File: src/design/fmap_consts.svh
`ifndef FMAP_CONSTS_SVH
`define FMAP_CONSTS_SVH

// map geometry
`define FMAP_DIM        8   // pixels per side
`define FMAP_CHANNELS   32  // channel count
`define FMAP_ORIGIN_MAX 6   // view is 2x2, so origin stops one short of the edge

// data widths
`define PIX_W 8   // one pixel
`define OUT_W 14  // output word, pixel zero-extended
`define OP_W  4   // host op code

// host op codes
`define OP_LOAD     4'd0  // load whole map
`define OP_RIGHT    4'd1  // origin x+1
`define OP_LEFT     4'd2  // origin x-1
`define OP_UP       4'd3  // origin y-1
`define OP_DOWN     4'd4  // origin y+1
`define OP_WIN_DOWN 4'd5  // halve channel window
`define OP_WIN_UP   4'd6  // double channel window
`define OP_DISPLAY  4'd7  // stream the view

// read address to output register, in cycles
`define READ_LAT 2

`endif

File: src/design/fmap_pkg.sv
`default_nettype none

`include "fmap_consts.svh"

package fmap_pkg;

	localparam int COORD_W = $clog2(`FMAP_DIM);       // 3 bits for 0..7
	localparam int CHAN_W  = $clog2(`FMAP_CHANNELS);  // 5 bits for 0..31
	localparam int ADDR_W  = CHAN_W + 2 * COORD_W;    // {chan, y, x}

	typedef logic [COORD_W-1:0] coord_t;     // x or y
	typedef logic [CHAN_W-1:0]  chan_t;      // channel index
	typedef logic [ADDR_W-1:0]  addr_t;      // chan*64 + y*8 + x
	typedef logic [`PIX_W-1:0]  pixel_t;
	typedef logic [`OUT_W-1:0]  out_data_t;
	typedef logic [`OP_W-1:0]   op_t;

	typedef enum logic [2:0] {
		START,    // one cycle after reset
		WAIT_OP,  // op_ready high
		LOAD,     // taking map bytes
		DISPLAY,  // scanner issuing reads
		DRAIN,    // last beats leaving the read pipe
		FINISH    // one idle cycle before next op
	} ctrl_state_t;

	typedef enum logic [1:0] {
		WIN_8  = 2'd0,
		WIN_16 = 2'd1,
		WIN_32 = 2'd2
	} chan_win_t;

endpackage

`default_nettype wire

File: src/design/result_stage.sv
`timescale 1ns/1ps
`default_nettype none

`include "fmap_consts.svh"

module result_stage import fmap_pkg::*; (
	input  wire       i_clk,
	input  wire       i_rst_n,
	input  logic      i_rd_valid,   // paired with the read address
	input  pixel_t    i_rd_data,    // memory output, one cycle later
	output logic      o_out_valid,
	output out_data_t o_out_data,
	output logic      o_pipe_empty
);

	logic [`READ_LAT-1:0] valid_sr;   // bit 0 lines up with i_rd_data

	assign o_out_valid  = valid_sr[`READ_LAT-1];
	assign o_pipe_empty = ~|valid_sr;

	always_ff @(posedge i_clk or negedge i_rst_n) begin
		if (!i_rst_n) begin
			valid_sr <= '0;
		end else begin
			valid_sr <= {valid_sr[`READ_LAT-2:0], i_rd_valid};
		end
	end

	// capture only when the memory word is real
	always_ff @(posedge i_clk) begin
		if (valid_sr[`READ_LAT-2]) begin
			o_out_data <= out_data_t'(i_rd_data);   // zero-extend
		end
	end

endmodule

`default_nettype wire

File: config.mk
export PLATFORM = sky130hd
export DESIGN_NAME = result_stage
export DESIGN_NICKNAME = d
export VERILOG_FILES = /design/src/design/fmap_pkg.sv /design/src/design/result_stage.sv
export VERILOG_INCLUDE_DIRS = /design/src /design/src/design
export SDC_FILE = /design/constraint.sdc
export NUM_CORES = 1
export LEC_CHECK = 0
export ABC_AREA = 1
export BUFFER_PORTS_ARGS = -buffer_cell sky130_fd_sc_hd__buf_4
export CAP_MARGIN = 30
export CORE_AREA = 2 2 39 41
export DETAILED_ROUTE_END_ITERATION = 6
export DIE_AREA = 0 0 41 43
export GPL_TIMING_DRIVEN = 1
export PLACE_DENSITY = 0.58
export SLEW_MARGIN = 20
export SYNTH_ARGS = -nofsm -noshare
export SYNTH_HDL_FRONTEND = slang
export SYNTH_SLANG_ARGS = --single-unit
export TNS_END_PERCENT = 100
File: constraint.sdc
create_clock -name i_clk -period 1.4 [get_ports i_clk]
set_input_delay 0.21 -clock i_clk [delete_from_list [all_inputs] [get_ports i_clk]]
set_output_delay 0.21 -clock i_clk [all_outputs]
set_load 0.02 [all_outputs]
==> results.md <==
Finish:
- The area added between synthesis and finish is 55.5%.
- The non-filler instance count after layout is 58.
- Of the cells placed in the final design, the portion with a size suffix greater than 1 is 0.571.
- The number of inserted diodes is 0.
- For this run, the post-layout net count is 54.

CTS:
- Post-CTS timing repair inserted 0 buffers for setup.
- Post-CTS repair changed the size of 0 cells.
- The number of clock buffers added by TritonCTS is 3.
- The clock insertion delay at the later pin of the skew report is 0.25 ns.
- The level count of the clock H-tree is 1.
- Counting along the longest clock path gives a buffer depth of 2.
- For this design, the sink count on the clock tree is 10.
- The post-CTS clock slew at the launch and capture registers of the worst setup and hold paths is 0.06 ns.
- The CTS root buffer is sky130_fd_sc_hd__clkbuf_4.
- The CTS tree is built.
- After clock tree synthesis, the flow added hold-fix buffers numbering 1.

Yosys:
- The cell type with the highest aggregate area in the netlist is sky130_fd_sc_hd__edfxtp_1.
- The area share of the largest cell type after synthesis is 0.701.
- The number of enable-type register cells in the synthesized netlist is 8.
- A synthesized cell averages 19.0 sq um.
- The count of different cell masters after synthesis is 5.
- Among all flip-flop cells after synthesis, the most frequent one is sky130_fd_sc_hd__edfxtp_1.
- Among all cell types in the netlist, the one instantiated most often is sky130_fd_sc_hd__edfxtp_1.
- In the post-synthesis netlist, the biggest area contributors are sky130_fd_sc_hd__edfxtp_1 70%, sky130_fd_sc_hd__dfrtp_1 15%, sky130_fd_sc_hd__buf_4 13%, sky130_fd_sc_hd__conb_1 1.1%, sky130_fd_sc_hd__nor2_1 1.1%.
- The synthesized design contains 10 register bits.
- The async set or reset register ratio after synthesis is 0.200.
- Yosys printed 0 warnings.
- After technology mapping, the gate count stands at 18.
- The sequential share of the synthesized area is 0.847.
- Ranked by instance count, the synthesized netlist is headed by 8 x sky130_fd_sc_hd__edfxtp_1, 6 x sky130_fd_sc_hd__buf_4, 2 x sky130_fd_sc_hd__dfrtp_1.
- The total standard cell area after synthesis is 343 sq um.

STA:
- The total negative slack is 0 ns.
- Setup repair after global routing left no endpoint under its margin.
- The final worst-path cycle share is 0.901.
- The final number of hold-violating endpoints came to 0.
- The time the final worst path needs with I/O delays and setup is 1.26 ns.
- For this run, the top clock speed supported by timing is 793 MHz.
- The final number of max-transition violations was 0.
- The worst setup margin is 0.139 ns.
- The final setup violation count is 0.
- The clock skew after layout is 0.00191 ns.

Floorplan:
- Measured along the x axis, the die boundary spans 41 um.
- The number of placement rows is 14.
- The I/O pin total is 27.
- In this run the vertical extent of the chip is 43 um.
- The die covers 0.00176 sq mm.
- For this configuration, the core starts out at a cell density of 0.248.
- The region available for standard cell placement spans 0.00138 sq mm.

Critical path:
- STA puts the critical path data arrival time at 1.05 ns.
- The top fanout value on the critical path is 10.
- The data required time at the worst endpoint is 1.19 ns.
- The worst setup path is launched from a register.
- The worst setup path is of the register to output port kind.
- The sort of element at the end of the critical path is an output port.

Drt:
- The number of vias per cell is 3.53.
- In the final routed layout, each cell accounts on average for 10.0 um.
- In this run the remaining antenna-violating nets after routing total 0.
- For this run, design rule violations remaining after detail routing come to 0.
- Across all layers, the routed design uses 205 vias.
- The number of optimization iterations in the first detailed-route pass is 1.
- The final layout contains routed wiring with a total length of 582 um.
- The initial detailed-routing violation count is 0.

Placed design:
- The worst setup slack before clock tree synthesis is 0.415 ns.
- The placed wire-length estimate after detailed placement is 469 um.
- The quantity of I/O buffers inserted on ports is 20.
- The placer congestion estimate is 0.535.
- Counting tap cells, the placed design contains a total of 53 instances.

Global route:
- The via count of the first global-routing pass came to 188.
- The maximum number of pins on one net before global-route repair is 11.
- The number of antenna violations at the first check in global routing is 0.
- The total overflow left after global routing is 0.
- The first-pass GRT wire length is 703 um.
- In the global route stage, overall resource usage came out at 0.0676.

Min path:
- The worst min-delay path class is input pin to register.

Power and ir drop:
- In this run the static leakage power is 0.245 nW.
- The overall power consumption is 674 uW.
- The cell area power density is 1260 mW/mm^2.
- Across the VDD grid, the largest voltage drop is 0.409 mV.

Flow run:
- Across the run, the number of max-cap violations was 0.

Outcome:
- The flow ran to the end, and the final reports show no timing, DRC or antenna violations.
[through the flow]
stage	util	instance area, sq um	hold slack [ns]
3_5_place_dp	0.352	487	-0.00577
6_report	0.385	533	0.0602
5_1_grt	0.385	533	0.0442
3_3_place_gp	0.352	487	-0.00603
4_1_cts	0.385	533	0.0493
2_1_floorplan	-	362	-0.0856
[path summary, 6_finish.rpt]
kind / from / end / slack [ns] / cells past startpoint
max: valid_sr[0] / o_pipe_empty / 0.14 / 2
min: i_rd_valid / valid_sr[0] / 0.06 / 1
max reg2reg: valid_sr[0] / o_out_data[1] / 0.52 / 0
min reg2reg: valid_sr[0] / valid_sr[1] / 0.61 / 0
max in group asynchronous: i_rst_n / valid_sr[1] / 1.05 / 2
min in group asynchronous: i_rst_n / valid_sr[0] / 0.27 / 2
[routing by layer]
layer	GRT usage	up-vias	routed length [um]
met5	0	-	0
met4	0.0800	0	0
met3	0.0366	0	147
met2	0.0844	22	224
met1	0.0685	85	210
li1	-	98	-
[worst max-delay path, stage by stage, from the launching register on]
cell,delay (ns)
sky130_fd_sc_hd__dfrtp_1,0.50
sky130_fd_sc_hd__nor2_1,0.14
sky130_fd_sc_hd__buf_4,0.15
[cell usage in the layout (no fill, tap or decap)]
master                          instances
sky130_fd_sc_hd__dfrtp_1                2
sky130_fd_sc_hd__conb_1                 6
sky130_fd_sc_hd__nor2_1                 1
sky130_fd_sc_hd__edfxtp_1               8
sky130_fd_sc_hd__dlygate4sd3_1          1
sky130_fd_sc_hd__clkbuf_4               3
sky130_fd_sc_hd__clkbuf_8               1
sky130_fd_sc_hd__buf_4                 20
[area by class of cell]
cell class / count / area (sq um)
multi-input cells: 7 / 26.3
repair buffers: 21 / 160
fillers: 143 / 851
flip-flops and latches: 10 / 290
clock buffers: 4 / 36.3
well taps: 16 / 20.0
[where the power goes]
part | switching, mW | leakage (nW) | internal [mW]
Sequential | 0.00889 | 0.102 | 0.339
Clock | 0.0869 | 0.0210 | 0.157
Combinational | 0.0438 | 0.122 | 0.0375
[cells by family (layout without fill, tap and decap cells)]
group / count (synthesis) / in the layout / share of synthesized area
and+or+nand+nor: 1 / 1 / 0.0109
buffers and inverters: 6 / 25 / 0.131
other: 1 / 6 / 0.0109
DFF: 10 / 10 / 0.847
[sequential cells by signal (all words and copies together) (netlist names)]
name        count
o_out_data      8
valid_sr        2
(Power assumes the default switching activity.)
