## src/design/fmap_consts.svh

```systemverilog
`ifndef FMAP_CONSTS_SVH
`define FMAP_CONSTS_SVH

// map geometry
`define FMAP_DIM        8   // pixels per side
`define FMAP_CHANNELS   32  // channel count
`define FMAP_ORIGIN_MAX 6   // view is 2x2, so origin stops one short of the edge

// data widths
`define PIX_W 8   // one pixel
`define OUT_W 14  // output word, pixel zero-extended
`define OP_W  4   // host op code

// host op codes
`define OP_LOAD     4'd0  // load whole map
`define OP_RIGHT    4'd1  // origin x+1
`define OP_LEFT     4'd2  // origin x-1
`define OP_UP       4'd3  // origin y-1
`define OP_DOWN     4'd4  // origin y+1
`define OP_WIN_DOWN 4'd5  // halve channel window
`define OP_WIN_UP   4'd6  // double channel window
`define OP_DISPLAY  4'd7  // stream the view

// read address to output register, in cycles
`define READ_LAT 2

`endif

```

## src/design/fmap_pkg.sv

```systemverilog
`default_nettype none

`include "fmap_consts.svh"

package fmap_pkg;

	localparam int COORD_W = $clog2(`FMAP_DIM);       // 3 bits for 0..7
	localparam int CHAN_W  = $clog2(`FMAP_CHANNELS);  // 5 bits for 0..31
	localparam int ADDR_W  = CHAN_W + 2 * COORD_W;    // {chan, y, x}

	typedef logic [COORD_W-1:0] coord_t;     // x or y
	typedef logic [CHAN_W-1:0]  chan_t;      // channel index
	typedef logic [ADDR_W-1:0]  addr_t;      // chan*64 + y*8 + x
	typedef logic [`PIX_W-1:0]  pixel_t;
	typedef logic [`OUT_W-1:0]  out_data_t;
	typedef logic [`OP_W-1:0]   op_t;

	typedef enum logic [2:0] {
		START,    // one cycle after reset
		WAIT_OP,  // op_ready high
		LOAD,     // taking map bytes
		DISPLAY,  // scanner issuing reads
		DRAIN,    // last beats leaving the read pipe
		FINISH    // one idle cycle before next op
	} ctrl_state_t;

	typedef enum logic [1:0] {
		WIN_8  = 2'd0,
		WIN_16 = 2'd1,
		WIN_32 = 2'd2
	} chan_win_t;

endpackage

`default_nettype wire

```

## src/design/view_regs.sv

```systemverilog
`timescale 1ns/1ps
`default_nettype none

`include "fmap_consts.svh"

module view_regs import fmap_pkg::*; (
	input  wire       i_clk,
	input  wire       i_rst_n,
	input  logic      i_shift_right,
	input  logic      i_shift_left,
	input  logic      i_shift_up,
	input  logic      i_shift_down,
	input  logic      i_win_down,
	input  logic      i_win_up,
	output coord_t    o_origin_x,
	output coord_t    o_origin_y,
	output chan_win_t o_chan_win
);

	localparam coord_t ORIGIN_MAX = coord_t'(`FMAP_ORIGIN_MAX);

	always_ff @(posedge i_clk or negedge i_rst_n) begin
		if (!i_rst_n) begin
			o_origin_x <= '0;
			o_origin_y <= '0;
			o_chan_win <= WIN_32;   // full window after reset
		end else begin
			// x axis, right is +1
			if (i_shift_right && o_origin_x != ORIGIN_MAX) o_origin_x <= o_origin_x + 1'b1;
			else if (i_shift_left && o_origin_x != '0) o_origin_x <= o_origin_x - 1'b1;

			// y axis, down is +1, up is -1
			if (i_shift_down && o_origin_y != ORIGIN_MAX) o_origin_y <= o_origin_y + 1'b1;
			else if (i_shift_up && o_origin_y != '0) o_origin_y <= o_origin_y - 1'b1;

			// window steps 8 <-> 16 <-> 32, stuck at both ends
			if (i_win_up) begin
				case (o_chan_win)
					WIN_8:   o_chan_win <= WIN_16;
					default: o_chan_win <= WIN_32;
				endcase
			end else if (i_win_down) begin
				case (o_chan_win)
					WIN_32:  o_chan_win <= WIN_16;
					default: o_chan_win <= WIN_8;
				endcase
			end
		end
	end

endmodule

`default_nettype wire

```

## config.mk

```make
export PLATFORM = sky130hd
export DESIGN_NAME = view_regs
export DESIGN_NICKNAME = d
export VERILOG_FILES = /design/src/design/fmap_pkg.sv /design/src/design/view_regs.sv
export VERILOG_INCLUDE_DIRS = /design/src /design/src/design
export SDC_FILE = /design/constraint.sdc
export NUM_CORES = 1
export LEC_CHECK = 0
export ABC_CLOCK_PERIOD_IN_PS = 2450
export BUFFER_PORTS_ARGS = -buffer_cell sky130_fd_sc_hd__buf_2
export CORE_UTILIZATION = 30
export CTS_CLUSTER_DIAMETER = 120
export DETAILED_ROUTE_END_ITERATION = 6
export PLACE_DENSITY = 0.6
export SYNTH_ARGS = -nofsm -noshare
export SYNTH_HDL_FRONTEND = slang
export SYNTH_SLANG_ARGS = --single-unit
export TNS_END_PERCENT = 50
```

## constraint.sdc

```tcl
create_clock -name i_clk -period 2.45 [get_ports i_clk]
set_input_delay 0.49 -clock i_clk [delete_from_list [all_inputs] [get_ports i_clk]]
set_output_delay 0.49 -clock i_clk [all_outputs]
set_load 0.1 [all_outputs]
```

==> qor_table.md <==
| Metric | This run | Unit |
|---|---|---|
| Commonest non-fill, non-tap cells in the layout | sky130_fd_sc_hd__buf_2, sky130_fd_sc_hd__nand2_1, sky130_fd_sc_hd__o21ai_0 | - |
| Die Outline Area | 2115 | µm² |
| Antenna viol nets, final | 0 | - |
| Routed WL per cell | 11.20 | µm |
| Root Buffer Master | sky130_fd_sc_hd__clkbuf_4 | - |
| Seq/Total Area, Yosys | 34.70 | % |
| Routed via count divided by cell count | 4.844 | - |
| Buffer levels on the longest clock path | 2 | - |
| Cell total after placement | 105 | - |
| Cts-stage hold buffer count | 0 | - |
| Unrepaired setup endpoints after global routing | false | - |
| Final clock skew | 0.006244 | ns |
| Fraction of final layout cells with drive strength greater than 1 | 25.00 | % |
| Number of buffers inserted during clock tree synthesis | 3 | - |
| Routability congestion estimate | 0.6912 | - |
| FILL cells | 209 | - |
| CTS sink count | 8 | - |
| Count of non-filler cells in the finished layout | 109 | - |
| Pins over their slew limit | 0 | - |
| Number of rows in the core area | 15 | - |
| Number of detailed-routing iterations run before antenna repair | 3 | - |
| Post-synthesis average cell area | 8.414 | µm² |
| Gate count of the mapped netlist | 69 | - |
| Area of the multi-input gates | 346.6 | µm² |
| Start point of the critical path | o_origin_x[2] | - |
| Nets in the synthesized netlist | 79 | - |
| Wire length of the first global-routing pass | 2.097 | mm |
| Final hold violation count | 0 | - |
| Final-report setup violation count | 0 | - |
| Total core area | 1764 | µm² |
| Number of vias in the routed layout | 528 | - |
| Shortest clock period the worst path allows after layout | 1.782 | ns |
| Yosys warnings | 0 | - |
| Total of cells resized after clock tree synthesis | 0 | - |
| Uppermost routed layer | met4 | - |
| Crit-path slowest cell | sky130_fd_sc_hd__dfrtp_1 | - |
| Number of cells on the worst reg-to-reg path | 7 | - |
| Number of global-route vias before repair | 478 | - |
| Worst-path maximum fanout | 11 | - |
| Initial antenna violation count | 0 | - |
| Initial Utilization | 32.91 | % |
| Total global routing overflow | 0 | - |
| Pin count of the biggest net entering global routing | 12 | - |
| Number of ports placed on the die boundary | 16 | - |
| R2R Path End | o_origin_x[1] | - |
| WL met2 | 571 | µm |
| Status | finished clean | - |
| Number of nets at the end of the flow | 95 | - |
| Most common cell on crit path | sky130_fd_sc_hd__nand2_1 | - |
| Data required, critical path | 2.57 | ns |
| Critical path endpoint category | register | - |
| Clk_lat worst skew | 0.25 | ns |
| Measured slew at the worst slew-check pin | 0.4859 | ns |
| HPWL reported at the end of detailed placement | 903.6 | µm |
| Final total negative setup slack | 0 | ns |
| Antenna diode instance count | 0 | - |
| DR iter-0 viols | 10 | - |
| Crit-path cells | nand2_1 -> o21ai_0 -> fa_1 -> nand2_1 -> o21ai_0 -> nand2_1 -> nand3_1 | - |
| Number of buffers inserted to repair setup after CTS | 0 | - |
| Post-detailed-routing wire length | 1.221 | mm |
| Category of the worst setup path launch point | register | - |
| Post-DP Area | 658.1 | µm² |
| Share of the clock period used by the worst path | 72.75 | % |
| Global Route Usage Sum | 14.40 | % |
| Highest clock rate | 0.5610 | GHz |
| Data arrival, critical path | 1.90 | ns |
| Count of unresolved DRC violations after routing | 0 | - |
| Register cell area after layout | 201.4 | µm² |
| Worst Hold Slack | 0.06656 | ns |
| Synth-to-Final Area Change | 17.89 | % |
| Count of unique library cells instantiated by Yosys | 26 | - |
| CP Capture Point | o_origin_x[1] | - |
| Vert. Die Dim | 45.99 | µm |
| Sum of met3 wire segment lengths after detailed routing | 53 | µm |
| Number of flip-flops and latches in the synthesized netlist | 8 | - |
| Slack of the worst reg-to-reg path | 0.67 | ns |
| Largest stage delay on the critical path | 0.51 | ns |
| Launching point of the worst reg2reg path | o_origin_x[2] | - |
| Number of I/O port buffers | 15 | - |
| CTS tree | done | - |
| Met1 wire length | 584 | µm |
| Total of max-cap violations | 0 | - |
| Category of the critical setup timing path | reg -> reg | - |
| Commonest non-fill, non-tap cell in the layout | sky130_fd_sc_hd__buf_2 | - |
| Horizontal die dimension | 45.99 | µm |
| Summed instance area of the synthesized netlist | 580.6 | µm² |
| Worst slew margin relative to its limit | 67.83 | % |
| Final standard cell area without fillers | 684.4 | µm² |
| Tightest Hold Check Type | in -> async | - |
| H-tree depth | 1 | - |
| Clock-pin transition on the worst setup and hold timing paths | 0.06 | ns |
[worst min-delay path by stage]
stage,startpoint,end,cells past startpoint
3_3_place_gp,i_rst_n,o_chan_win[0],1
6_report,i_rst_n,o_origin_x[0],1
2_1_floorplan,i_rst_n,o_chan_win[0],0
5_1_grt,i_rst_n,o_origin_y[1],1
4_1_cts,i_rst_n,o_origin_y[1],1
3_5_place_dp,i_rst_n,o_chan_win[0],1
[layout make-up]
cell class / instances / share of cell area [%]
clock buffer: 4 / 3.839
inverter: 1 / 0.5484
multi-input combinational: 56 / 50.64
sequential: 8 / 29.43
tap: 25 / 4.570
timing repair buffer: 15 / 10.97
[synthesized netlist by cell type]
master                     number  area, µm²
sky130_fd_sc_hd__buf_2          2      10.01
sky130_fd_sc_hd__fa_1           2      40.04
sky130_fd_sc_hd__mux2i_1        1      10.01
sky130_fd_sc_hd__xnor2_1        1      8.760
sky130_fd_sc_hd__buf_6          1      11.26
sky130_fd_sc_hd__o211ai_1       1      7.510
sky130_fd_sc_hd__o21ai_0       11      55.05
sky130_fd_sc_hd__nand3b_1       1      7.510
sky130_fd_sc_hd__a21oi_1        2      10.01
sky130_fd_sc_hd__o21a_1         3      22.52
sky130_fd_sc_hd__buf_4          1      7.510
sky130_fd_sc_hd__nand3_1        5      25.02
sky130_fd_sc_hd__o22ai_1        2      12.51
sky130_fd_sc_hd__nand2b_1       4      25.02
sky130_fd_sc_hd__a21o_1         2      15.01
sky130_fd_sc_hd__dfrtp_1        7      175.2
sky130_fd_sc_hd__o21ai_1        1      5.000
sky130_fd_sc_hd__inv_1          1      3.750
sky130_fd_sc_hd__nor2_1         4      15.01
sky130_fd_sc_hd__o32ai_1        1      8.760
sky130_fd_sc_hd__nand2_1       11      41.29
sky130_fd_sc_hd__nor3_2         1      10.01
sky130_fd_sc_hd__a211oi_2       1      12.51
sky130_fd_sc_hd__nor2b_1        1      6.260
sky130_fd_sc_hd__dfstp_2        1      26.28
sky130_fd_sc_hd__a41oi_1        1      8.760
[per-stage QoR]
step | util (%) | worst slack, ns
finish | 38.79 | 0.6676
global route | 38.79 | 0.5063
CTS | 38.79 | 0.6539
detailed placement | 37.31 | 0.6443
global placement | 37.31 | 0.7123
floorplan | - | 0.07872
[per-layer routing]
layer,vias up,GRT usage (%)
met5,-,0
met4,0,8.824
met3,2,4.762
met2,9,21.13
met1,239,18.05
li1,278,-
[worst max-delay path: cells and delay by family (launching register included)]
kind	cells	cell delay, ns
AOI/OAI and AO/OA	2	0.28
DFF	1	0.51
adders and majority gates	1	0.48
and+or+nand+nor	4	0.37
[registers in the layout (all words and copies together) (netlist names)]
register,flops
o_origin_x,3
o_chan_win,2
o_origin_y,3
[kinds of logic (layout without fill, tap and decap cells)]
kind of cell	Yosys count	after routing	synth area share, %
buffers and inverters	5	20	5.603
adder cells (fa/ha/maj)	2	2	6.897
AO/OA/AOI/OAI	25	25	27.15
multiplexers	1	1	1.724
XOR/XNOR	1	1	1.509
AND/OR/NAND/NOR	27	27	22.41
flip-flops	8	8	34.70
Power is left out: the tool's default activity adds up to more than one toggle a clock period on the data nets, which glitch-free logic cannot reach.
