--- config.mk ---
export PLATFORM = sky130hd
export DESIGN_NAME = op_decoder
export DESIGN_NICKNAME = d
export VERILOG_FILES = /design/src/design/fmap_pkg.sv /design/src/design/op_decoder.sv
export VERILOG_INCLUDE_DIRS = /design/src /design/src/design
export SDC_FILE = /design/constraint.sdc
export NUM_CORES = 1
export LEC_CHECK = 0
export BUFFER_PORTS_ARGS = -buffer_cell sky130_fd_sc_hd__buf_2
export CAP_MARGIN = 40
export CORE_AREA = 4 4 41 43
export CTS_BUF_LIST = sky130_fd_sc_hd__clkbuf_16
export DETAILED_ROUTE_END_ITERATION = 6
export DIE_AREA = 0 0 45 47
export PLACE_DENSITY_LB_ADDON = 0.1
export REMOVE_ABC_BUFFERS = 1
export SYNTH_ARGS = -nofsm -noshare
export SYNTH_HDL_FRONTEND = slang
export SYNTH_SLANG_ARGS = --single-unit
--- constraint.sdc ---
create_clock -name i_clk -period 1.8 [get_ports i_clk]
set_input_delay 0.09 -clock i_clk [delete_from_list [all_inputs] [get_ports i_clk]]
set_output_delay 0.09 -clock i_clk [all_outputs]
set_load 0.02 [all_outputs]
--- src/design/fmap_consts.svh ---
`ifndef FMAP_CONSTS_SVH
`define FMAP_CONSTS_SVH

// map geometry
`define FMAP_DIM        8   // pixels per side
`define FMAP_CHANNELS   32  // channel count
`define FMAP_ORIGIN_MAX 6   // view is 2x2, so origin stops one short of the edge

// data widths
`define PIX_W 8   // one pixel
`define OUT_W 14  // output word, pixel zero-extended
`define OP_W  4   // host op code

// host op codes
`define OP_LOAD     4'd0  // load whole map
`define OP_RIGHT    4'd1  // origin x+1
`define OP_LEFT     4'd2  // origin x-1
`define OP_UP       4'd3  // origin y-1
`define OP_DOWN     4'd4  // origin y+1
`define OP_WIN_DOWN 4'd5  // halve channel window
`define OP_WIN_UP   4'd6  // double channel window
`define OP_DISPLAY  4'd7  // stream the view

// read address to output register, in cycles
`define READ_LAT 2

`endif

--- src/design/fmap_pkg.sv ---
`default_nettype none

`include "fmap_consts.svh"

package fmap_pkg;

	localparam int COORD_W = $clog2(`FMAP_DIM);       // 3 bits for 0..7
	localparam int CHAN_W  = $clog2(`FMAP_CHANNELS);  // 5 bits for 0..31
	localparam int ADDR_W  = CHAN_W + 2 * COORD_W;    // {chan, y, x}

	typedef logic [COORD_W-1:0] coord_t;     // x or y
	typedef logic [CHAN_W-1:0]  chan_t;      // channel index
	typedef logic [ADDR_W-1:0]  addr_t;      // chan*64 + y*8 + x
	typedef logic [`PIX_W-1:0]  pixel_t;
	typedef logic [`OUT_W-1:0]  out_data_t;
	typedef logic [`OP_W-1:0]   op_t;

	typedef enum logic [2:0] {
		START,    // one cycle after reset
		WAIT_OP,  // op_ready high
		LOAD,     // taking map bytes
		DISPLAY,  // scanner issuing reads
		DRAIN,    // last beats leaving the read pipe
		FINISH    // one idle cycle before next op
	} ctrl_state_t;

	typedef enum logic [1:0] {
		WIN_8  = 2'd0,
		WIN_16 = 2'd1,
		WIN_32 = 2'd2
	} chan_win_t;

endpackage

`default_nettype wire

--- src/design/op_decoder.sv ---
`timescale 1ns/1ps
`default_nettype none

`include "fmap_consts.svh"

module op_decoder import fmap_pkg::*; (
	input  wire  i_clk,
	input  wire  i_rst_n,
	input  logic i_op_valid,
	input  op_t  i_op_mode,
	input  logic i_load_done,    // last map byte written
	input  logic i_scan_last,    // scanner on its final address
	input  logic i_pipe_empty,   // no beat left in result stage
	output logic o_op_ready,
	output logic o_load_start,
	output logic o_scan_start,
	output logic o_shift_right,
	output logic o_shift_left,
	output logic o_shift_up,
	output logic o_shift_down,
	output logic o_win_down,
	output logic o_win_up,
	output logic o_in_ready
);

	ctrl_state_t state;
	ctrl_state_t state_nxt;
	logic        op_take;

	assign o_op_ready = (state == WAIT_OP);
	assign o_in_ready = (state == LOAD);       // loader is active for exactly these cycles
	assign op_take    = o_op_ready & i_op_valid;

	always_ff @(posedge i_clk or negedge i_rst_n) begin
		if (!i_rst_n) begin
			state <= START;
		end else begin
			state <= state_nxt;
		end
	end

	// strobes fire in the cycle the op is taken, so the effect lands on the next edge
	always_comb begin
		state_nxt     = state;
		o_load_start  = 1'b0;
		o_scan_start  = 1'b0;
		o_shift_right = 1'b0;
		o_shift_left  = 1'b0;
		o_shift_up    = 1'b0;
		o_shift_down  = 1'b0;
		o_win_down    = 1'b0;
		o_win_up      = 1'b0;
		case (state)
			START:   state_nxt = WAIT_OP;
			WAIT_OP: begin
				if (op_take) begin
					state_nxt = FINISH;   // shifts, window ops and unused codes
					case (i_op_mode)
						`OP_LOAD: begin
							o_load_start = 1'b1;
							state_nxt    = LOAD;
						end
						`OP_RIGHT:    o_shift_right = 1'b1;
						`OP_LEFT:     o_shift_left  = 1'b1;
						`OP_UP:       o_shift_up    = 1'b1;
						`OP_DOWN:     o_shift_down  = 1'b1;
						`OP_WIN_DOWN: o_win_down    = 1'b1;
						`OP_WIN_UP:   o_win_up      = 1'b1;
						`OP_DISPLAY: begin
							o_scan_start = 1'b1;
							state_nxt    = DISPLAY;
						end
						default: ;            // 8..15 accepted and dropped
					endcase
				end
			end
			LOAD:    if (i_load_done) state_nxt = FINISH;
			DISPLAY: if (i_scan_last) state_nxt = DRAIN;
			DRAIN:   if (i_pipe_empty) state_nxt = FINISH;  // two beats still in flight on entry
			FINISH:  state_nxt = WAIT_OP;
			default: state_nxt = START;
		endcase
	end

endmodule

`default_nettype wire

==> results of run 1 <==
routing by layer:
metal / share of wire, % / track usage [%] / vias up
met5: 0 / 0 / -
met4: 2.2 / 7.02 / 0
met3: 12 / 4.60 / 3
met2: 43 / 15.5 / 18
met1: 42 / 10.3 / 167
li1: - / - / 197
synth_stat cells (all sizes together), types with 2 or more instances:
master  count
nand2       2
dfrtp       3
inv         3
nand2b      3
nor3        3
or3         2
o22ai       2
nor2        8
what timing repair did:
item / CTS / global route
setup buffers: 0 / 4
gates resized for setup: 0 / 4
hold buffers: 1 / 0
endpoints found under the setup margin: 0 / 4
endpoints found under the hold margin: 3 / 0
power groups by stage:
stage | Combinational (mW) | Clock (mW) | Sequential (mW)
2_1_floorplan | 0.166 | 0 | 0.130
3_3_place_gp | 0.226 | 0 | 0.145
3_5_place_dp | 0.225 | 0 | 0.141
4_1_cts | 0.227 | 0.353 | 0.142
5_1_grt | 0.318 | 0.363 | 0.144
6_report | 0.292 | 0.345 | 0.141
final cells by class:
type	instances	area, um^2
Clock buffer	3	75.1
Clock inverter	1	3.75
Fill cell	142	758
Inverter	3	11.3
Multi-Input combinational cell	33	218
Sequential cell	3	78.8
Tap cell	15	18.8
Timing Repair Buffer	24	138
worst max-delay path by stage:
stage                               startpoint            to  slack [ns]
final                     state[2]$_DFFE_PN0P_  o_load_start         0.1
after global routing      state[2]$_DFFE_PN0P_    o_shift_up       0.006
after CTS                 state[1]$_DFFE_PN0P_  o_load_start        0.03
after detailed placement  state[1]$_DFFE_PN0P_  o_load_start        0.27
after global placement    state[1]$_DFFE_PN0P_  o_load_start        0.29
after floorplan           state[1]$_DFFE_PN0P_    o_shift_up        0.14
cell families after synthesis:
group,count (synthesis),synth area share [%]
muxes,2,6.75
AOI/OAI and AO/OA,8,17.9
buffers and inverters,4,7.14
and+or+nand+nor,23,44.4
DFF,3,23.8
critical path: cells and delay by family, from the launching register on:
kind                   cells  cell delay [ns]
flip-flops                 1             0.44
AND/OR/NAND/NOR            4             0.78
buffers and inverters      1             0.17
==> impl_metrics.py, run 1 <==
metrics = {
    "global_routing": {
        "grt_use_total_pct": 9.81,
        "antenna_found_initial": 0,
        "grt_pass1_vias": 335,
        "grt.overflow.total": 0,
        "grt_pass1_wl_um": 1420,
        "grt_start_max_net_pins": 9,
    },
    "floorplan": {
        "pin_count": 20,
        "die_h_um": 47,
        "core_mm2": 0.00130,
        "die_w_um": 45,
        "floorplan.rows": 13,
        "start_util_pct": 24.2,
        "dieArea_mm2": 0.00212,
    },
    "sta": {
        "rsz0062_at_grt": "no",
        "drv_slew": 0,
        "finalHoldViolCount": 0,
        "fmax_ghz": 0.587,
        "fin_skew_ns": 0.00235,
        "post-route-period-util_pct": 94.6,
        "timing.setup.tns_ns": 0,
        "finalWorstSetupSlack_ns": 0.0977,
        "timing.hold.ws_ns": 0.182,
        "tightest_slew_ns": 0.256,
        "period_needed_ns": 1.70,
        "slew-limit-headroom_pct": 82.8,
        "setup_violations": 0,
    },
    "final_layout": {
        "nets": 78,
        "final_common_cell": "buf_2",
        "diodes": 0,
        "largest-register": "state",
        "final_cell_area_um2": 543,
        "mostFrequentLayoutCells": "buf_2, nor2_1, buf_4, inv_1",
        "post-route-util_pct": 41.7,
        "layout-drive-gt1-share_pct": 49.3,
        "instances_no_fill": 82,
        "largest_reg_flops": 3,
        "reg_top3": "state (3)",
        "area_delta_synth_final_pct": 72.2,
    },
    "worst_setup_path": {
        "path_max_fanout": 5,
        "r2r_start": "state[2]$_DFFE_PN0P_",
        "worst_path_largest_cell_delay_ns": 0.44,
        "worstPathCellList": "nor3b_4 -> nand2_1 -> or3_4 -> nor3_2 -> buf_2",
        "reg2reg_setup_slack_ns": 0.47,
        "arrival_ns": 1.61,
        "worst_setup_path_end_kind": "output port",
        "cp-start-kind": "flip-flop",
        "slowest_stage": "dfrtp_2",
        "worstRegToRegCells": 5,
        "path_class": "flip-flop to output port",
        "rr_endpoint": "state[0]$_DFFE_PN0P_",
        "worstPathRequired_ns": 1.71,
    },
    "placement": {
        "hpwlAfterDp_um": 702,
        "placed_area_um2": 418,
        "dpl.cell_count": 73,
        "gp_congestion": 0.719,
        "numPortBuffers": 19,
        "pre_cts_ws_ns": 0.268,
    },
    "synthesis": {
        "yosysUniqueCellTypes": 24,
        "synth_edf_count": 0,
        "synth_area_per_cell_um2": 7.88,
        "synth.largest_area_cell": "dfrtp_1",
        "ys_seq_area_share_pct": 23.8,
        "synthTopCellsByArea": "dfrtp_1, nor2_1, nand2b_1, nor3b_4, o22ai_1",
        "ys_warn_count": 0,
        "synth_cells": 40,
        "async_flop_share_pct": 100,
        "synth-seq-cells": 3,
        "synthFlopType": "dfrtp_1",
        "netlist_area_um2": 315,
        "netlist.area_leader.share_pct": 23.8,
    },
    "power_and_ir_drop": {
        "power.total_mw": 0.779,
        "ir_worst_vdd_uv": 873,
        "comb_power_share_pct": 37.5,
        "p_per_area_mw_per_mm2": 1430,
        "clock_power_share_pct": 44.3,
        "total_leakage_power_nw": 0.267,
        "p_sw_mw": 0.236,
        "intPower_mw": 0.542,
        "pwr-share-seq_pct": 18.1,
        "p_sw_share_pct": 30.4,
    },
    "drt": {
        "dr.pass1.iters": 3,
        "antenna_left": 0,
        "drt_wl_total_um": 944,
        "drt_iter0_markers": 2,
        "route.detailed.drc": 0,
        "vias": 385,
        "wl_per_cell_um": 11.5,
        "routed_via_density": 4.70,
    },
    "worst_hold_path": {
        "min_to": "state[1]$_DFFE_PN0P_",
        "min_path_cells": 3,
        "hp-start": "i_op_valid",
        "hold_path_class": "primary input to flip-flop",
    },
    "flow_run": {
        "drv_cap": 0,
    },
    "status": {
        "status": "finished clean",
    },
    "clocking": {
        "cts_buffers": 3,
        "clk_latency_ns": 0.22,
        "h-tree-depth": 1,
        "cts_tree": "done",
        "clkSlewWorstSetupHoldPaths_ns": 0.03,
        "cts-root-buf": "clkbuf_16",
        "cts.sinks": 3,
        "clock_path_buffers": 2,
    },
}
Note: power is estimated with default switching activity, not from simulation.
==> run 2, diff against run 1 <==
--- a/config.mk
+++ b/config.mk
@@ -12,7 +12,7 @@
 export CTS_BUF_LIST = sky130_fd_sc_hd__clkbuf_16
 export DETAILED_ROUTE_END_ITERATION = 6
 export DIE_AREA = 0 0 45 47
-export PLACE_DENSITY_LB_ADDON = 0.1
+export PLACE_DENSITY = 0.54
 export REMOVE_ABC_BUFFERS = 1
 export SYNTH_ARGS = -nofsm -noshare
 export SYNTH_HDL_FRONTEND = slang
==> run 2 against run 1 <==
Clock power barely moved. Total power fell by 3.4%. Combinational power fell by 7%. Cell count fell by 1.2%. Count of clock-buffer cells in the layout did not move. Critical endpoint is now o_shift_up. Largest cell class unchanged.
==> impl_metrics.py, run 2 (synthesized netlist as in run 1, its figures left out) <==
metrics = {
    "status": {
        "status": "finished clean",
    },
    "drt": {
        "met3_length_um": 100,
        "drt_wl_total_um": 928,
        "routed-wl-met2_um": 430,
        "wl_met1_um": 398,
        "drt_iter0_markers": 3,
        "antenna_left": 0,
        "route.detailed.drc": 0,
        "routed.top_layer": "met3",
        "vias": 381,
        "wl_per_cell_um": 11.5,
        "dr.pass1.iters": 2,
        "routed_via_density": 4.70,
    },
    "power_and_ir_drop": {
        "ir_worst_vdd_uv": 942,
        "p_sw_mw": 0.230,
        "p_sw_share_pct": 30.6,
        "clock_power_share_pct": 45.5,
        "intPower_mw": 0.522,
        "pwr-share-seq_pct": 18.3,
        "total_leakage_power_nw": 0.262,
        "p_per_area_mw_per_mm2": 1400,
        "comb_power_share_pct": 36.2,
    },
    "sta": {
        "post-route-period-util_pct": 93.7,
        "setup_violations": 0,
        "finalHoldViolCount": 0,
        "timing.setup.tns_ns": 0,
        "finalWorstSetupSlack_ns": 0.114,
        "tightest_slew_ns": 0.262,
        "period_needed_ns": 1.69,
        "fin_skew_ns": 0.00153,
        "fmax_ghz": 0.593,
        "slew-limit-headroom_pct": 82.4,
        "drv_slew": 0,
    },
    "global_routing": {
        "grt_pass1_vias": 365,
        "grt_pass1_wl_um": 1500,
        "grt_use_total_pct": 9.58,
        "grt_start_max_net_pins": 9,
        "grt.overflow.total": 0,
        "antenna_found_initial": 0,
    },
    "placement": {
        "placed_area_um2": 418,
        "pre_cts_ws_ns": 0.269,
        "hpwlAfterDp_um": 708,
        "gp_congestion": 0.778,
        "numPortBuffers": 19,
    },
    "final_layout": {
        "final_common_cell": "buf_2",
        "reg_top3": "state (3)",
        "post-route-util_pct": 41.3,
        "final_cell_area_um2": 538,
        "area_delta_synth_final_pct": 70.6,
        "layout-drive-gt1-share_pct": 48.5,
        "diodes": 0,
        "largest-register": "state",
        "largest_reg_flops": 3,
        "mostFrequentLayoutCells": "buf_2, nor2_1, buf_4, inv_1",
        "nets": 77,
    },
    "worst_setup_path": {
        "worstPathRequired_ns": 1.71,
        "worst_setup_path_end_kind": "output port",
        "path_max_fanout": 4,
        "cp-start-kind": "flip-flop",
        "arrival_ns": 1.60,
        "path_class": "flip-flop to output port",
    },
    "floorplan": {
        "dieArea_mm2": 0.00212,
        "pin_count": 20,
        "core_mm2": 0.00130,
        "die_w_um": 45,
        "die_h_um": 47,
        "floorplan.rows": 13,
        "start_util_pct": 24.2,
    },
    "clocking": {
        "clkSlewWorstSetupHoldPaths_ns": 0.03,
        "cts.sinks": 3,
        "clk_latency_ns": 0.22,
        "cts_buffers": 3,
        "h-tree-depth": 1,
        "cts_tree": "done",
        "cts-root-buf": "clkbuf_16",
        "clock_path_buffers": 2,
    },
    "worst_hold_path": {
        "hold_path_class": "primary input to asynchronous set/reset pin",
    },
    "flow_run": {
        "drv_cap": 0,
    },
}
==> run 2: area by class of cell <==
class                      count  area, um^2
inverter                       3        11.3
clock inverter                 1        3.75
tap                           15        18.8
timing repair buffer          23         133
sequential                     3        78.8
multi-input combinational     33         218
fill                         137         763
clock buffer                   3        75.1
==> run 2: layer usage <==
metal / up-vias / track usage [%]
li1: 197 / -
met3: 0 / 1.92
met2: 17 / 14.7
met1: 167 / 12.6
met4: 0 / 5.26
met5: - / 0
==> run 2: worst paths after layout <==
check | startpoint | to | slack (ns) | cells after the start
max | state[1]$_DFFE_PN0P_ | o_shift_up | 0.11 | 5
min | i_rst_n | state[1]$_DFFE_PN0P_ | 0.20 | 2
max reg2reg | state[1]$_DFFE_PN0P_ | state[2]$_DFFE_PN0P_ | 0.49 | 4
min reg2reg | state[1]$_DFFE_PN0P_ | state[2]$_DFFE_PN0P_ | 0.54 | 1
max in group asynchronous | i_rst_n | state[0]$_DFFE_PN0P_ | 1.49 | 2
min in group i_clk | i_op_valid | state[1]$_DFFE_PN0P_ | 0.20 | 3
==> run 2: critical path: stages, from the launching register on <==
cell	delay, ns
dfrtp_2	0.42
nor3b_4	0.22
nand2_1	0.09
or3_4	0.35
nor2_1	0.12
buf_2	0.17
==> run 2: metrics by stage <==
stage               total power, mW  std cells  hold WS [ns]
floorplan                     0.296         39        -0.206
finish                        0.752         81         0.196
global placement              0.364         73        -0.112
CTS                           0.715         78         0.189
global route                  0.804         81         0.216
detailed placement            0.364         73        -0.113
==> run 2: timing repair <==
action,CTS,global route
hold buffers,1,0
buffers inserted,0,3
endpoints found under the hold margin,3,0
resized for setup,0,5
endpoints found under the setup margin,0,4
==> run 2: power by group through the flow <==
stage / Clock [mW] / Sequential, mW / Combinational [mW]
4_1_cts: 0.349 / 0.140 / 0.226
3_3_place_gp: 0 / 0.142 / 0.223
2_1_floorplan: 0 / 0.130 / 0.166
5_1_grt: 0.358 / 0.146 / 0.300
6_report: 0.342 / 0.137 / 0.273
3_5_place_dp: 0 / 0.140 / 0.224
