## config.mk

```make
export PLATFORM = sky130hd
export DESIGN_NAME = fmap_loader
export DESIGN_NICKNAME = d
export VERILOG_FILES = /design/src/design/fmap_pkg.sv /design/src/design/fmap_loader.sv
export VERILOG_INCLUDE_DIRS = /design/src /design/src/design
export SDC_FILE = /design/constraint.sdc
export NUM_CORES = 1
export LEC_CHECK = 0
export ABC_AREA = 1
export BUFFER_PORTS_ARGS = -buffer_cell sky130_fd_sc_hd__buf_2
export CAP_MARGIN = 0
export CORE_MARGIN = 8
export CORE_UTILIZATION = 45
export CTS_CLUSTER_DIAMETER = 50
export DETAILED_ROUTE_END_ITERATION = 8
export MAX_ROUTING_LAYER = met4
export PLACE_DENSITY = 0.86
export SETUP_SLACK_MARGIN = 0.05
export SLEW_MARGIN = 0
export SYNTH_ARGS = -nofsm -noshare
export SYNTH_HDL_FRONTEND = slang
export SYNTH_SLANG_ARGS = --single-unit
```

## constraint.sdc

```tcl
create_clock -name i_clk -period 1.23 [get_ports i_clk]
set_input_delay 0.1845 -clock i_clk [delete_from_list [all_inputs] [get_ports i_clk]]
set_output_delay 0.1845 -clock i_clk [all_outputs]
set_load 0.005 [all_outputs]
```

## src/design/fmap_consts.svh

```systemverilog
`ifndef FMAP_CONSTS_SVH
`define FMAP_CONSTS_SVH

// map geometry
`define FMAP_DIM        8   // pixels per side
`define FMAP_CHANNELS   32  // channel count
`define FMAP_ORIGIN_MAX 6   // view is 2x2, so origin stops one short of the edge

// data widths
`define PIX_W 8   // one pixel
`define OUT_W 14  // output word, pixel zero-extended
`define OP_W  4   // host op code

// host op codes
`define OP_LOAD     4'd0  // load whole map
`define OP_RIGHT    4'd1  // origin x+1
`define OP_LEFT     4'd2  // origin x-1
`define OP_UP       4'd3  // origin y-1
`define OP_DOWN     4'd4  // origin y+1
`define OP_WIN_DOWN 4'd5  // halve channel window
`define OP_WIN_UP   4'd6  // double channel window
`define OP_DISPLAY  4'd7  // stream the view

// read address to output register, in cycles
`define READ_LAT 2

`endif

```

## src/design/fmap_pkg.sv

```systemverilog
`default_nettype none

`include "fmap_consts.svh"

package fmap_pkg;

	localparam int COORD_W = $clog2(`FMAP_DIM);       // 3 bits for 0..7
	localparam int CHAN_W  = $clog2(`FMAP_CHANNELS);  // 5 bits for 0..31
	localparam int ADDR_W  = CHAN_W + 2 * COORD_W;    // {chan, y, x}

	typedef logic [COORD_W-1:0] coord_t;     // x or y
	typedef logic [CHAN_W-1:0]  chan_t;      // channel index
	typedef logic [ADDR_W-1:0]  addr_t;      // chan*64 + y*8 + x
	typedef logic [`PIX_W-1:0]  pixel_t;
	typedef logic [`OUT_W-1:0]  out_data_t;
	typedef logic [`OP_W-1:0]   op_t;

	typedef enum logic [2:0] {
		START,    // one cycle after reset
		WAIT_OP,  // op_ready high
		LOAD,     // taking map bytes
		DISPLAY,  // scanner issuing reads
		DRAIN,    // last beats leaving the read pipe
		FINISH    // one idle cycle before next op
	} ctrl_state_t;

	typedef enum logic [1:0] {
		WIN_8  = 2'd0,
		WIN_16 = 2'd1,
		WIN_32 = 2'd2
	} chan_win_t;

endpackage

`default_nettype wire

```

## src/design/fmap_loader.sv

```systemverilog
`timescale 1ns/1ps
`default_nettype none

`include "fmap_consts.svh"

module fmap_loader import fmap_pkg::*; (
	input  wire    i_clk,
	input  wire    i_rst_n,
	input  logic   i_load_start,   // one cycle, from decoder
	input  logic   i_in_valid,
	input  pixel_t i_in_data,
	output logic   o_mem_we,
	output addr_t  o_mem_waddr,
	output pixel_t o_mem_wdata,
	output logic   o_load_done     // with the final write
);

	localparam addr_t LAST_ADDR = addr_t'(`FMAP_DIM * `FMAP_DIM * `FMAP_CHANNELS - 1);

	logic  active;
	addr_t waddr;   // host order is x, then y, then channel, so a plain count is the address

	assign o_mem_we    = active & i_in_valid;   // idle input just pauses
	assign o_mem_waddr = waddr;
	assign o_mem_wdata = i_in_data;
	assign o_load_done = o_mem_we & (waddr == LAST_ADDR);

	always_ff @(posedge i_clk or negedge i_rst_n) begin
		if (!i_rst_n) begin
			active <= 1'b0;
			waddr  <= '0;
		end else if (i_load_start) begin
			active <= 1'b1;
			waddr  <= '0;
		end else if (o_mem_we) begin
			waddr <= waddr + 1'b1;              // wraps to 0 after the last byte
			if (o_load_done) active <= 1'b0;
		end
	end

endmodule

`default_nettype wire

```

==> impl_metrics.yaml, run 1 <==
critical_path:
  worst-r2r-cell-count: 7
  worstPathArrival_ns: 1.32
  worst_setup_path_end_kind: "output port"
  criticalPathCategory: "reg -> out"
  worst_path_fanout_max: 3
  crit_path_start_kind: "register"
  crit_required_ns: 1.05
floorplan:
  dieWidth_um: 56.23
  initial_core_util: 0.4834
  dieArea_sq_um: 3161
  num_rows: 14
  num_io_pins: 33
  design.core.area_sq_um: 1506
  dieHeight_um: 56.23
timing:
  rsz0062_at_grt: "true"
  setup_viol_count_final: 5
  max_clock_freq_mhz: 665.8
  max-slew-margin-rel: 0.7648
  worst_hold_slack_ns: 0.1395
  final.min_clock_period_ns: 1.502
  final_setup_skew_ns: 0.005969
  tightestPinTransition_ns: 0.3524
  final_hold_viol_count: 0
  postLayoutSetupSlackWorst_ns: -0.2720
  slew_violations: 0
  layout_worst_path_cycle_share: 1.221
logic_synthesis:
  synth-xor-area-share: 0
  synth_area_leaders: "sky130_fd_sc_hd__dfrtp_1 (41%), sky130_fd_sc_hd__nand2_1 (13%), sky130_fd_sc_hd__nor2_1 (8.8%)"
  mappedNetlistArea_sq_um: 728.2
  main_combinational_cell_family_by_area_after_synthesis: "simple AND/OR/NAND/NOR gates"
  post_synth_inst_count: 97
  yosys.area_share.adder: 0.01718
  proportion_of_synthesized_chip_area_in_sequential_cells: 0.4124
  post_synthesis_compound_gate_area_fraction: 0.04983
  postSynthAreaPerCell_sq_um: 7.507
  netlist-cell-type-count: 17
  synth.net_count: 110
  simple_gate_area_share_of_the_yosys_netlist: 0.3471
  yosysTopAreaCell: "sky130_fd_sc_hd__dfrtp_1"
  synth.area.mux_share: 0
  ys_warn_count: 0
  share_of_the_synthesized_area_in_the_top_cell_type: 0.4124
  ys_seq_elements: 12
detailed_routing:
  ant_nets: 0
  initialDrtViolationCount: 16
  vias: 693
  drtPass1Iterations: 4
  drc_violations_left: 0
  drt-total-wl_mm: 1.905
  drt-wirelength-per-cell_um: 13.91
  vias_per_cell: 5.058
clocking:
  tritoncts: "built"
  cts-root-buf: "sky130_fd_sc_hd__clkbuf_4"
  cts.clk_slew.worst_paths_ns: 0.08
  clock_latency_ns: 0.28
  cts_made_buffers: 3
  clock_path_buffers: 2
  tritoncts_num_sinks: 12
  cts-htree-levels: 1
layout:
  stdcell_count: 137
  layout-area-overhead-vs-synth_pct: 30.93
  nNetsFinal: 136
  antenna-diode-count: 0
  drive_above_1_share: 0.4050
flow_run:
  drv_cap: 0
global_routing:
  grt_antenna_before_repair: 0
  grt_start_max_net_pins: 13
  track_usage: 0.1252
  first_global_vias: 694
  global_route.overflow_total: 0
  grt_pass1_wl_mm: 3.146
place:
  gp_routability_congestion: 0.7617
  input_output_buffers: 16
  placed_cell_count: 127
  dp_hpwl_mm: 1.230
  dp_worst_setup_slack_ns: 0.009025
status:
  status: "finished, violations left"
  failing_checks: "negative setup slack"
power_and_ir_drop:
  ir_drop_mv: 0.6138
  cellLeakagePower_nw: 0.5149
  pwr_density_cell_nw_per_um2: 795.8
worst_hold_path:
  holdPathStages: 4
  worst_hold_path_type: "in -> reg"
[kinds of logic (layout without fill, tap and decap cells)]
kind of cell	Yosys count	after routing
DFF	12	12
and+or+nand+nor	54	54
buffers and inverters	23	47
AOI/OAI and AO/OA	7	7
adders and majority gates	1	1
[through the flow]
step / utilization / cell area (sq um) / power, mW / TNS, ns
after floorplan: - / 728.2 / 0.4673 / 0
after CTS: 0.6038 / 909.6 / 0.7544 / -0.2602
after detailed placement: 0.5357 / 807.0 / 0.4801 / 0
after global placement: 0.5357 / 807.0 / 0.4771 / 0
after global routing: 0.6329 / 953.4 / 0.7945 / -0.7492
final: 0.6329 / 953.4 / 0.7587 / -0.3601
[cells in the final DEF, fill, tap and decap left out, types with 2 or more instances in the layout]
cell | Yosys | final
sky130_fd_sc_hd__nor2_1 | 17 | 15
sky130_fd_sc_hd__nor2_2 | 0 | 2
sky130_fd_sc_hd__nor2_4 | 2 | 2
sky130_fd_sc_hd__nand2_1 | 26 | 24
sky130_fd_sc_hd__buf_6 | 0 | 5
sky130_fd_sc_hd__a21oi_2 | 0 | 2
sky130_fd_sc_hd__dfrtp_1 | 12 | 12
sky130_fd_sc_hd__clkbuf_4 | 0 | 3
sky130_fd_sc_hd__buf_2 | 0 | 14
sky130_fd_sc_hd__buf_4 | 8 | 10
sky130_fd_sc_hd__o21ai_0 | 3 | 2
sky130_fd_sc_hd__nand4_1 | 2 | 2
sky130_fd_sc_hd__inv_1 | 13 | 13
sky130_fd_sc_hd__nand3_2 | 3 | 3
sky130_fd_sc_hd__nand2_2 | 1 | 3
[what timing repair did]
| action | 4_1_cts | 5_1_grt |
|---|---|---|
| endpoints found under the hold margin | 12 | 0 |
| setup buffers | 5 | 5 |
| hold buffers | 1 | 0 |
| resized for setup | 9 | 10 |
| pin swaps | 7 | 6 |
| setup endpoints to repair | 5 | 12 |
[area by class of cell]
cell class / instances / area [sq um]
Clock buffer: 3 / 22.52
Fill cell: 134 / 553.0
Inverter: 14 / 55.05
Multi-Input combinational cell: 62 / 344.1
Sequential cell: 12 / 300.3
Tap cell: 16 / 20.02
Timing Repair Buffer: 30 / 211.5
[state kept, by name, indices dropped and copies added, names as in the netlist]
register / cells
o_mem_waddr: 11
active: 1
[cells in the mapped netlist]
cell                        n
sky130_fd_sc_hd__inv_1     13
sky130_fd_sc_hd__nand4_1    2
sky130_fd_sc_hd__clkbuf_8   1
sky130_fd_sc_hd__buf_4      8
sky130_fd_sc_hd__nor3_2     1
sky130_fd_sc_hd__nand2_1   26
sky130_fd_sc_hd__nand2_2    1
sky130_fd_sc_hd__nor2_1    17
sky130_fd_sc_hd__a31oi_1    1
sky130_fd_sc_hd__inv_2      1
sky130_fd_sc_hd__ha_1       1
sky130_fd_sc_hd__dfrtp_1   12
sky130_fd_sc_hd__a21oi_1    3
sky130_fd_sc_hd__nor2_4     2
sky130_fd_sc_hd__o21ai_0    3
sky130_fd_sc_hd__nand3_2    3
sky130_fd_sc_hd__nand3_1    2
[path summary, 6_finish.rpt]
check | start | endpoint | slack [ns]
min in group asynchronous | i_rst_n | o_mem_waddr[2] | 0.32
worst min register to register | o_mem_waddr[10] | o_mem_waddr[10] | 0.53
worst min-delay path | i_load_start | o_mem_waddr[4] | 0.14
max in group asynchronous | i_rst_n | o_mem_waddr[8] | 0.68
worst max-delay path | o_mem_waddr[0] | o_load_done | -0.27
worst max register to register | active | o_mem_waddr[3] | -0.04
[critical path: stages, from the launching register on]
cell	delay, ns
sky130_fd_sc_hd__dfrtp_1	0.36
sky130_fd_sc_hd__ha_2	0.19
sky130_fd_sc_hd__nand3_2	0.08
sky130_fd_sc_hd__nor2_4	0.09
sky130_fd_sc_hd__nand4_1	0.12
sky130_fd_sc_hd__inv_1	0.08
sky130_fd_sc_hd__buf_2	0.11
[power by group]
part / total (mW) / switching (mW) / internal (mW)
Sequential: 0.405 / 0.00449 / 0.400
Clock: 0.256 / 0.142 / 0.114
Combinational: 0.0976 / 0.0532 / 0.0445
[layer usage]
layer  part of all wire  vias up  wire, um  global-route usage
met5                  0        -         0                   -
met4              0.014        0        27             0.05498
met1               0.42      325       799              0.1358
met3              0.072        5       137             0.04795
li1                   -      340         -                   -
met2               0.49       23       941              0.1981
(Power assumes the default switching activity.)
==> run 2, diff against run 1 <==
--- a/config.mk
+++ b/config.mk
@@ -14,7 +14,8 @@
 export CTS_CLUSTER_DIAMETER = 50
 export DETAILED_ROUTE_END_ITERATION = 8
 export MAX_ROUTING_LAYER = met4
-export PLACE_DENSITY = 0.86
+export PLACE_DENSITY_LB_ADDON = 0.25
+export REMOVE_ABC_BUFFERS = 1
 export SETUP_SLACK_MARGIN = 0.05
 export SLEW_MARGIN = 0
 export SYNTH_ARGS = -nofsm -noshare
==> run 2 against run 1 <==
- the run still ends with negative setup slack left
- final area grew 1.8%
- first-iteration DRC count shrank 44%
- critical path depth is the same
- routed wire length down 1.3%
- via count rose by 1.7%
- flip-flop and latch count stayed put
- clock skew fell by 0.0042 ns
- combinational power is essentially flat
- die area did not move
- maximum frequency is 1.0% lower
- sequential power hardly changed
- global-route usage shrank 0.25 points
- critical endpoint unchanged
- highest routed layer unchanged
==> impl_metrics.yaml, run 2 (synthesized netlist as in run 1, its figures left out) <==
floorplan:
  dieArea_sq_um: 3161
  dieHeight_um: 56.23
  num_io_pins: 33
  initial_core_util: 0.4834
  num_rows: 14
  design.core.area_sq_um: 1506
  dieWidth_um: 56.23
timing:
  max_clock_freq_mhz: 659.1
  max-slew-margin-rel: 0.7552
  setup_viol_count_final: 3
  tightestPinTransition_ns: 0.3669
  postLayoutSetupSlackWorst_ns: -0.2873
  final.min_clock_period_ns: 1.517
  final_setup_skew_ns: 0.001741
  rsz0062_at_grt: "true"
  slew_violations: 0
  layout_worst_path_cycle_share: 1.234
  final_hold_viol_count: 0
global_routing:
  first_global_vias: 680
  grt_pass1_wl_mm: 3.146
  grt_use_met1: 0.1406
  track_usage: 0.1227
  global_route.overflow_total: 0
  grt_antenna_before_repair: 0
  grt.busiest_layer: "met2"
  met2_global_route_usage: 0.1712
  use_met3: 0.06849
  grt_start_max_net_pins: 13
critical_path:
  crit_path_start_kind: "register"
  worstPathArrival_ns: 1.33
  worst-r2r-cell-count: 8
  r2r_setup_slack_ns: 0
  timing.rr.start: "active"
  crit_required_ns: 1.05
  worst_path_fanout_max: 3
  criticalPathCategory: "reg -> out"
  worst_setup_path_end_kind: "output port"
  reg2reg_to: "o_mem_waddr[9]"
status:
  failing_checks: "negative setup slack"
  status: "finished, violations left"
worst_hold_path:
  worstHoldEndpoint: "o_mem_waddr[4]"
  holdPathStages: 4
  worst_min_delay_path_startpoint: "i_load_start"
  worst_hold_path_type: "in -> reg"
layout:
  fillerInstances: 130
  mostFrequentLayoutCell: "sky130_fd_sc_hd__nand2_1"
  nNetsFinal: 137
  stdcell_count: 138
  layout-area-overhead-vs-synth_pct: 33.33
  drive_above_1_share: 0.3770
  flip_flop_count_of_the_largest_register_after_layout: 11
  antenna-diode-count: 0
  highest_count_cells_in_the_layout_ignoring_fill_and_taps: "sky130_fd_sc_hd__nand2_1 (24), sky130_fd_sc_hd__nor2_1 (17), sky130_fd_sc_hd__buf_2 (14)"
  design_area_sq_um: 970.9
clocking:
  clock_latency_ns: 0.27
  tritoncts: "built"
  tritoncts_num_sinks: 12
  cts.clk_slew.worst_paths_ns: 0.07
  cts-htree-levels: 1
  cts_made_buffers: 3
  clock_path_buffers: 2
  cts-root-buf: "sky130_fd_sc_hd__clkbuf_4"
detailed_routing:
  vias_per_cell: 5.109
  drt-total-wl_mm: 1.880
  vias: 705
  initialDrtViolationCount: 9
  drt-wirelength-per-cell_um: 13.62
  drc_violations_left: 0
  ant_nets: 0
  drtPass1Iterations: 4
place:
  placed_cell_area_sq_um: 807.0
  input_output_buffers: 16
  placed_cell_count: 127
  dp_worst_setup_slack_ns: -0.02073
  dp_hpwl_mm: 1.222
  gp_routability_congestion: 0.8372
power_and_ir_drop:
  total_power_uw: 747.8
  ir_drop_mv: 0.6145
  pwr_density_cell_nw_per_um2: 770.2
  cellLeakagePower_nw: 0.5217
flow_run:
  drv_cap: 0
## run 2: power by group
| part | internal (mW) | switching, mW | leakage, nW |
|---|---|---|---|
| clock | 0.113 | 0.129 | 0.0138 |
| sequential | 0.400 | 0.00802 | 0.160 |
| combinational | 0.0457 | 0.0518 | 0.348 |
## run 2: worst max-delay path by stage
stage	from	end	slack, ns	cells past startpoint
floorplan	o_mem_waddr[0]	o_load_done	0.04	5
global placement	o_mem_waddr[0]	o_load_done	-0.0005	6
detailed placement	o_mem_waddr[1]	o_load_done	-0.02	6
CTS	o_mem_waddr[1]	o_load_done	-0.29	6
global route	o_mem_waddr[1]	o_load_done	-0.38	6
finish	o_mem_waddr[1]	o_load_done	-0.29	6
## run 2: timing repair
action,CTS,global route
setup endpoints to repair,2,11
hold endpoints to repair,12,0
hold buffers,1,0
gates cloned,0,0
setup buffers,4,3
resized for setup,4,13
pin swaps,4,8
## run 2: cell type report
type / instances / area, sq um / share of cell area
clock buffers: 3 / 22.52 / 0.02320
inverters: 14 / 52.55 / 0.05412
multi-input cells: 62 / 349.1 / 0.3595
flip-flops and latches: 12 / 300.3 / 0.3093
well taps: 16 / 20.02 / 0.02062
repair buffers: 31 / 226.5 / 0.2332
## run 2: metal layers
layer | vias up | wire length [um]
met1 | 330 | 806
met5 | - | 0
met3 | 6 | 122
met4 | 0 | 45
met2 | 28 | 906
li1 | 341 | -
## run 2: per-stage QoR
step	utilization	hold WS, ns	TNS, ns
after floorplan	-	-0.1111	0
after global placement	0.5357	0.08355	-0.0004754
after detailed placement	0.5357	0.07976	-0.02073
after CTS	0.5889	0.1475	-0.2891
after global routing	0.6445	0.1691	-0.7501
final	0.6445	0.1485	-0.2923
## run 2: worst max-delay path: stages, from the launching register on
cell	delay, ns
sky130_fd_sc_hd__dfrtp_1	0.40
sky130_fd_sc_hd__ha_4	0.18
sky130_fd_sc_hd__nand3_4	0.07
sky130_fd_sc_hd__nor2_4	0.10
sky130_fd_sc_hd__nand4_1	0.12
sky130_fd_sc_hd__inv_1	0.07
sky130_fd_sc_hd__buf_2	0.10
